File: src/hw/bus_pkg.sv
/*
 * Bus address unit package
 * Bus widths, bank numbering, the bank register map
 * and the constants for the low I/O space decode
 */

`default_nettype none

package bus_pkg;

   ////////////////////////////////////////
   // Bus widths
   ////////////////////////////////////////

   // Offset as seen by the processor
   typedef logic [15:0] word_t;
   // Bank extension, becomes address bits 23:16
   typedef logic [7:0]  ext_t;
   // Full physical bus address
   typedef logic [23:0] phys_addr_t;
   // Bank number
   typedef logic [1:0]  bank_sel_t;
   // Register address on the bank write port
   typedef logic [4:0]  raddr_t;

   ////////////////////////////////////////
   // Banks and register map
   ////////////////////////////////////////

   // raddr 00100..00111 map to MB0..MB3
   localparam bank_sel_t BANK_PROGRAM  = 2'd0;
   localparam bank_sel_t BANK_DATA     = 2'd1;
   localparam bank_sel_t BANK_STACK    = 2'd2;
   localparam bank_sel_t BANK_PAGE0    = 2'd3;
   localparam raddr_t    RADDR_MB_BASE = 5'b00100;

   // Memory offsets below this go to MB3 no matter what was asked
   localparam word_t     PAGE0_LIMIT   = 16'h0100;

   ////////////////////////////////////////
   // Low I/O space decode
   ////////////////////////////////////////

   // Offset bits 15:11 must match this for a device enable
   localparam logic [4:0] IO_SYS_SPACE_HI = 5'b00000;
   // Enables for 00xx, 01xx, 02xx, 03xx
   localparam int         IO_DEV_COUNT    = 4;

endpackage

`default_nettype wire

File: src/hw/addr_reg.sv
/*
 * Address register, first pipeline stage
 * Holds one accepted offset and its cycle kind.
 * Owns the request handshake and strobes the bank
 * lookup on every accept.
 */

`timescale 1ns/1ns
`default_nettype none

module addr_reg
   import bus_pkg::*;
(
   input  logic  clk,
   input  logic  rst_n,
   // Request channel
   input  logic  req_valid,
   output logic  req_ready,
   input  logic  req_io,
   input  word_t req_offset,
   // Accept strobe to the bank registers
   output logic  take,
   // Stage 1 towards the decoder
   output logic  s1_valid,
   input  logic  s1_ready,
   output logic  s1_io,
   output word_t s1_offset
);

   ////////////////////////////////////////
   // Handshake
   ////////////////////////////////////////

   // Room when empty or when the decoder drains us this cycle
   assign req_ready = !s1_valid || s1_ready;
   // Same condition loads s1_ext in bank_regs
   assign take      = req_valid && req_ready;

   // Valid flag
   always_ff @(posedge clk or negedge rst_n) begin
      if (!rst_n) begin
         s1_valid <= 1'b0;
      end else if (req_ready) begin
         // Either refills or empties when drained
         s1_valid <= req_valid;
      end
   end

   // Payload, only touched on an accept
   always_ff @(posedge clk) begin
      if (take) begin
         s1_offset <= req_offset;
         s1_io     <= req_io;
      end
   end

   ////////////////////////////////////////
   // Checks
   ////////////////////////////////////////

   // A stalled request must not change under us
   a_req_stable : assert property (
      @(posedge clk) disable iff (!rst_n)
      req_valid && !req_ready |=> $stable(req_offset) && $stable(req_io)
   ) else $error("request payload changed while stalled");

endmodule

`default_nettype wire

File: src/hw/bank_regs.sv
/*
 * Memory bank registers
 * MB0 program, MB1 data, MB2 stack, MB3 page 0.
 * Written through a small register port, looked up once
 * per accepted request. Offsets below 0100 always take
 * MB3.
 */

`timescale 1ns/1ns
`default_nettype none

module bank_regs
   import bus_pkg::*;
(
   input  logic      clk,
   input  logic      rst_n,
   // Register write port, no handshake
   input  logic      bank_wr_en,
   input  raddr_t    bank_wr_raddr,
   input  ext_t      bank_wr_data,
   // Lookup side, in step with addr_reg
   input  logic      take,
   input  bank_sel_t req_bank,
   input  word_t     req_offset,
   output ext_t      s1_ext
);

   ext_t      mb0;
   ext_t      mb1;
   ext_t      mb2;
   ext_t      mb3;
   logic      wr_hit;
   bank_sel_t wr_bank;
   bank_sel_t lookup_bank;
   ext_t      lookup_ext;

   ////////////////////////////////////////
   // Write port
   ////////////////////////////////////////

   // Only 00100..00111 hit, low two bits pick the register
   assign wr_hit  = bank_wr_en && (bank_wr_raddr[4:2] == RADDR_MB_BASE[4:2]);
   assign wr_bank = bank_wr_raddr[1:0];

   always_ff @(posedge clk or negedge rst_n) begin
      if (!rst_n) begin
         mb0 <= '0;
         mb1 <= '0;
         mb2 <= '0;
         mb3 <= '0;
      end else if (wr_hit) begin
         case (wr_bank)
            BANK_PROGRAM: mb0 <= bank_wr_data;
            BANK_DATA:    mb1 <= bank_wr_data;
            BANK_STACK:   mb2 <= bank_wr_data;
            BANK_PAGE0:   mb3 <= bank_wr_data;
         endcase
      end
   end

   ////////////////////////////////////////
   // Lookup
   ////////////////////////////////////////

   // Page 0 override
   assign lookup_bank = (req_offset < PAGE0_LIMIT) ? BANK_PAGE0 : req_bank;

   always_comb begin
      case (lookup_bank)
         BANK_PROGRAM: lookup_ext = mb0;
         BANK_DATA:    lookup_ext = mb1;
         BANK_STACK:   lookup_ext = mb2;
         default:      lookup_ext = mb3;
      endcase
   end

   // Registered beside s1_offset
   // A write on the same edge is seen by the next request
   always_ff @(posedge clk) begin
      if (take) begin
         s1_ext <= lookup_ext;
      end
   end

   ////////////////////////////////////////
   // Checks
   ////////////////////////////////////////

   // An X on take would corrupt s1_ext silently
   a_take_known : assert property (
      @(posedge clk) disable iff (!rst_n)
      !$isunknown(take)
   ) else $error("take is unknown");

endmodule

`default_nettype wire

File: src/hw/bus_decoder.sv
/*
 * Bus decoder, output stage
 * Builds the 24-bit bus address from stage 1, decodes
 * the four low I/O device enables and holds the bus
 * cycle until the bus takes it.
 */

`timescale 1ns/1ns
`default_nettype none

module bus_decoder
   import bus_pkg::*;
(
   input  logic       clk,
   input  logic       rst_n,
   // Stage 1 in
   input  logic       s1_valid,
   output logic       s1_ready,
   input  logic       s1_io,
   input  word_t      s1_offset,
   input  ext_t       s1_ext,
   // Bus channel
   output logic       bus_valid,
   input  logic       bus_ready,
   output phys_addr_t bus_ab,
   output logic       bus_io,
   output logic       nsysdev,
   output logic       niodev1xx,
   output logic       niodev2xx,
   output logic       niodev3xx
);

   phys_addr_t              ab_d;
   logic                    io_sys_hit;
   logic [2:0]              dev_sel;
   logic [IO_DEV_COUNT-1:0] nen_d;
   logic [IO_DEV_COUNT-1:0] nen_q;

   ////////////////////////////////////////
   // Address and enable decode
   ////////////////////////////////////////

   // Bank means nothing in I/O space
   assign ab_d = s1_io ? {ext_t'(0), s1_offset} : {s1_ext, s1_offset};

   // Upper offset bits must be clear for the low devices
   assign io_sys_hit = s1_io && (s1_offset[15:11] == IO_SYS_SPACE_HI);
   assign dev_sel    = s1_offset[10:8];

   // Active low, at most one
   always_comb begin
      nen_d = '1;
      for (int i = 0; i < IO_DEV_COUNT; i++) begin
         if (io_sys_hit && (dev_sel == 3'(i))) begin
            nen_d[i] = 1'b0;
         end
      end
   end

   ////////////////////////////////////////
   // Stage 2
   ////////////////////////////////////////

   // Load when empty or completing
   assign s1_ready = !bus_valid || bus_ready;

   always_ff @(posedge clk or negedge rst_n) begin
      if (!rst_n) begin
         bus_valid <= 1'b0;
         nen_q     <= '1;
      end else if (s1_ready) begin
         bus_valid <= s1_valid;
         // Enables drop back high with an empty stage
         nen_q     <= s1_valid ? nen_d : '1;
      end
   end

   always_ff @(posedge clk) begin
      if (s1_valid && s1_ready) begin
         bus_ab <= ab_d;
         bus_io <= s1_io;
      end
   end

   assign nsysdev   = nen_q[0];
   assign niodev1xx = nen_q[1];
   assign niodev2xx = nen_q[2];
   assign niodev3xx = nen_q[3];

   ////////////////////////////////////////
   // Checks
   ////////////////////////////////////////

   a_one_enable : assert property (
      @(posedge clk) disable iff (!rst_n)
      $onehot0(~nen_q)
   ) else $error("more than one device enable active");

   // No enable outside a valid I/O cycle
   a_enable_io : assert property (
      @(posedge clk) disable iff (!rst_n)
      (nen_q != '1) |-> (bus_valid && bus_io)
   ) else $error("device enable without a valid I/O cycle");

endmodule

`default_nettype wire

File: src/hw/bus_addr_unit.sv
/*
 * Bus address unit, top level
 * Address register and bank registers load side by side
 * on each accepted request, the bus decoder merges them
 * into a registered 24-bit bus cycle.
 */

`timescale 1ns/1ns
`default_nettype none

module bus_addr_unit
   import bus_pkg::*;
(
   input  logic       clk,
   input  logic       rst_n,
   // Request channel
   input  logic       req_valid,
   output logic       req_ready,
   input  logic       req_io,
   input  bank_sel_t  req_bank,
   input  word_t      req_offset,
   // Bank register write port
   input  logic       bank_wr_en,
   input  raddr_t     bank_wr_raddr,
   input  ext_t       bank_wr_data,
   // Bus channel
   output logic       bus_valid,
   input  logic       bus_ready,
   output phys_addr_t bus_ab,
   output logic       bus_io,
   output logic       nsysdev,
   output logic       niodev1xx,
   output logic       niodev2xx,
   output logic       niodev3xx
);

   logic  take;
   logic  s1_valid;
   logic  s1_ready;
   logic  s1_io;
   word_t s1_offset;
   ext_t  s1_ext;

   ////////////////////////////////////////
   // Stage 1, offset and bank side by side
   ////////////////////////////////////////

   addr_reg u_addr_reg (
      .clk        (clk),
      .rst_n      (rst_n),
      .req_valid  (req_valid),
      .req_ready  (req_ready),
      .req_io     (req_io),
      .req_offset (req_offset),
      .take       (take),
      .s1_valid   (s1_valid),
      .s1_ready   (s1_ready),
      .s1_io      (s1_io),
      .s1_offset  (s1_offset)
   );

   // Lookup loads on the same take strobe
   bank_regs u_bank_regs (
      .clk           (clk),
      .rst_n         (rst_n),
      .bank_wr_en    (bank_wr_en),
      .bank_wr_raddr (bank_wr_raddr),
      .bank_wr_data  (bank_wr_data),
      .take          (take),
      .req_bank      (req_bank),
      .req_offset    (req_offset),
      .s1_ext        (s1_ext)
   );

   ////////////////////////////////////////
   // Stage 2, bus cycle
   ////////////////////////////////////////

   bus_decoder u_bus_decoder (
      .clk       (clk),
      .rst_n     (rst_n),
      .s1_valid  (s1_valid),
      .s1_ready  (s1_ready),
      .s1_io     (s1_io),
      .s1_offset (s1_offset),
      .s1_ext    (s1_ext),
      .bus_valid (bus_valid),
      .bus_ready (bus_ready),
      .bus_ab    (bus_ab),
      .bus_io    (bus_io),
      .nsysdev   (nsysdev),
      .niodev1xx (niodev1xx),
      .niodev2xx (niodev2xx),
      .niodev3xx (niodev3xx)
   );

endmodule

`default_nettype wire

File: config.mk
export PLATFORM = sky130hd
export DESIGN_NAME = bus_addr_unit
export DESIGN_NICKNAME = d
export VERILOG_FILES = /design/src/hw/bus_pkg.sv /design/src/hw/addr_reg.sv /design/src/hw/bank_regs.sv /design/src/hw/bus_decoder.sv /design/src/hw/bus_addr_unit.sv
export SDC_FILE = /design/constraint.sdc
export NUM_CORES = 1
export LEC_CHECK = 0
export CAP_MARGIN = 10
export CORE_MARGIN = 8
export CORE_UTILIZATION = 48
export DETAILED_ROUTE_END_ITERATION = 8
export DONT_BUFFER_PORTS = 1
export GPL_TIMING_DRIVEN = 0
export PLACE_DENSITY_LB_ADDON = 0.12
export SETUP_SLACK_MARGIN = 0.5
export SLEW_MARGIN = 30
export SYNTH_ARGS = -nofsm -noshare
export SYNTH_HDL_FRONTEND = slang
export SYNTH_SLANG_ARGS = --single-unit
File: constraint.sdc
create_clock -name clk -period 2.3 [get_ports clk]
set_input_delay 0.46 -clock clk [delete_from_list [all_inputs] [get_ports clk]]
set_output_delay 0.46 -clock clk [all_outputs]
set_load 0.05 [all_outputs]
==> results.md <==
* Starting Density at about 49%
* Final Wtd Congestion at 0.765
* 1st-pass router iterations at 4
* Crit path max-delay cell type: dfrtp_2
* CP endpoint kind: primary output
* Fraction of layout cells with a size suffix above 1 at between 30% and 40%
* Kind of critical path: reg -> out
* Critical path fanouts, max at 3
* Synthesized area at approximately 0.0033 mm^2
* XOR/XNOR share of the synthesized area at 0%
* Startpoint types: flip-flop
* Post-route DRC at 0
* DR WL/cell at between 20 and 25 um
* Leak pwr at 1.43 nW
* Worst Tran Pin Value at a little over 0.6 ns
* Post-synth EDFFs at 50
* CTS tree: done
* Largest family of logic cells by synthesized area: multiplexers
* Placed cell area at ~0.0034 mm^2
* RSZ-0062 raised after global routing: yes
* Fin nets at between 200 and 250
* Total track usage at between 10% and 20%
* Root Buffer: clkbuf_8
* Max-slew violation count at 0
* Clock buffer count from CTS at 9
* Asr flop ratio synth at 43.2%
* Tot Pwr at roughly 0.0035 W
* Met2 wire len at 3.01 mm
* Syn nets at around 230
* Ys flop type: edfxtp_1
* Layout Skew at ~0.0085 ns
* P&R area growth vs syn at 10.9%
* Routed Antenna Nets at 0
* Uppermost layer routed: met4
* PD cells at between 900 and 1000 mW/mm^2
* Crit path max-delay family: flip-flops
* Cell area after layout at ~0.0037 mm^2
* Post-CTS setup buffers at 0
* Initial DRC Count at 63
* Most common cell in the synthesized netlist: edfxtp_1
* Register area share after synthesis at 73.6%
* Core Region at between 0.006 and 0.007 mm^2
* Max-cap violations at 0
* Syn_area_per_cell at between 15 and 20 um^2
* Finish-stage setup viols at 0
* Synth top cells by count: 50 x edfxtp_1, 40 x mux2_2, 34 x dfrtp_1, 9 x nor2b_1, 8 x o2bb2ai_1
* Metal-1 WL at 2.57 mm
* H-tree depth at 3
* WL met3 at 444 um
* Dominant cells by area after synthesis: edfxtp_1 45%, dfrtp_1 25%, mux2_2 13%
* Vias per cell at 5.66
* Largest net degree at the start of global routing at 39
* Multiplexer share of the synthesized area at 15.6%
* Number of global-route vias before repair at 1800
* Area share of the largest cell type after synthesis at 44.9%
* Die Height at about 100 um
* CP max stage delay at around 0.54 ns
* Port-buffer cells at 0
* Syn. warnings at 0
* WP buf/inv at 0
* Dpl ws at around 0.39 ns
* Crit path DAT at around 1.4 ns
* Hold crit path type: in -> reg
* Row cnt at 30
* WP data required at roughly 1.8 ns
* Antenna violations before repair at 0
* Area leader, netlist: edfxtp_1
* Post-synthesis simple-gate area fraction at between 6 and 7%
* Antenna diodes at 0
* Crit-path cells: nand3b_1
* Worst skew pair latency at roughly 0.35 ns
* Clk slew on worst S/H paths at roughly 0.090 ns
* # clock sinks at 88
* Relative slew slack at between 50% and 60%
* Remaining global-route overflow at 0
* Vias at 1619
* Compound-Gate Fraction of Synth Area at approximately 3.6%
* IO Count at roughly 70
* Post-Place Cells at 268
* Status: finished clean
* Clk buf depth at 2
* Final TNS setup at 0 ns
* Flops & latches, synth at between 80 and 90
* Synth cell types at 28
* Final worst path period share at around four fifths
* Fin worst setup slack at about 0.45 ns
* Die width at about 99 um
* Die area at ~0.0099 mm^2
* First-pass GRT wire length at between 9 and 10 mm
* Final Routed Wirelength at 6.09 mm
* Non-Filler Instances at about 290
* Synth Instances at 188
* Tmin final at about 1.9 ns
* Synth Area in Adders at 0%
* Final Hold Viols at 0
* Max Clk Rate at 0.540 GHz
* Peak supply drop at roughly 0.00034 V
-- registers in the layout, indices dropped and copies added (netlist names) --
name                     count
u_bank_regs.mb2              8
u_bus_decoder.bus_ab        24
u_bus_decoder.bus_valid      1
u_addr_reg.s1_valid          1
u_bank_regs.mb3              8
u_addr_reg.s1_io             1
u_bank_regs.mb0              8
u_bus_decoder.bus_io         1
u_bank_regs.mb1              8
u_bus_decoder.nen_q          4
u_bank_regs.s1_ext           8
u_addr_reg.s1_offset        16
-- final timing paths --
path                                    startpoint                      end  slack (ns)  cells past startpoint
hold / removal                       req_offset[4]  u_addr_reg.s1_offset[4]        0.20                      0
setup reg to reg           u_bus_decoder.bus_valid  u_addr_reg.s1_offset[2]        0.46                      2
setup / recovery           u_bus_decoder.bus_valid                req_ready        0.45                      1
min in group asynchronous                    rst_n       u_bank_regs.mb0[7]        0.55                      2
hold reg to reg            u_addr_reg.s1_offset[0]  u_bus_decoder.bus_ab[0]        0.42                      0
max in group asynchronous                    rst_n   u_bus_decoder.nen_q[1]        1.49                      2
-- final cells by class --
class	instances	area (um^2)
plain buffers	4	21.3
clock buffers	9	124
clock inverters	7	103
fillers	535	3050
inverters	1	3.75
multi-input cells	95	865
flip-flops and latches	88	2460
well taps	80	100
repair buffers	2	30.0
-- cells in the final DEF, fill, tap and decap left out --
cell type      instances
inv_1                  1
nand3b_1               3
dfrtp_1               33
clkbuf_1               1
nor3b_4                1
clkbuf_4               1
a41oi_1                1
a31oi_1                3
buf_12                 1
nand3_1                1
dfstp_2                4
nand2_1                2
clkinv_4               2
buf_2                  2
nor2_1                 6
edfxtp_1              50
dlygate4sd3_1          1
nor2b_1                9
mux2i_1                7
inv_6                  2
and2_0                 1
bufinv_16              2
o2bb2ai_1              8
and4bb_1               1
dfrtp_2                1
clkinvlp_4             1
nand2b_1               3
o2bb2a_1               1
nor4_1                 2
clkbuf_8               9
or4b_1                 1
nor3_1                 1
and2_4                 1
a22oi_2                1
nor3b_1                1
nor3_2                 1
mux2_2                40
-- cell families (layout without fill, tap and decap cells) --
logic type	count (synthesis)	in the layout
simple gates	34	34
compound gates	14	14
flops	88	88
buf+inv	5	23
mux	47	47
-- report_power, final --
part / total (W) / internal [W] / switching [W]
Sequential: 0.00209 / 0.00188 / 0.000213
Combinational: 0.000277 / 0.000152 / 0.000125
Clock: 0.00117 / 0.000623 / 0.000543
Total: 0.00354 / 0.00266 / 0.000881
-- repair_timing --
action	in CTS	in global routing
resized for setup	1	0
hold buffers	2	0
endpoints found under the setup margin	51	26
hold endpoints to repair	38	0
-- metal layers --
| layer | global-route usage [%] | vias to the layer above |
|---|---|---|
| met5 | 0 | - |
| met4 | 5.94 | 0 |
| met3 | 5.38 | 8 |
| met2 | 20.6 | 57 |
| met1 | 15.1 | 817 |
| li1 | - | 737 |
-- through the flow --
stage / hold slack (ns) / utilization (%)
after CTS: 0.181 / 54.8
after floorplan: 0.164 / -
after detailed placement: 0.166 / 51.0
final: 0.200 / 54.8
after global routing: 0.172 / 54.8
after global placement: 0.166 / 51.0
Note: power is estimated with default switching activity, not from simulation.
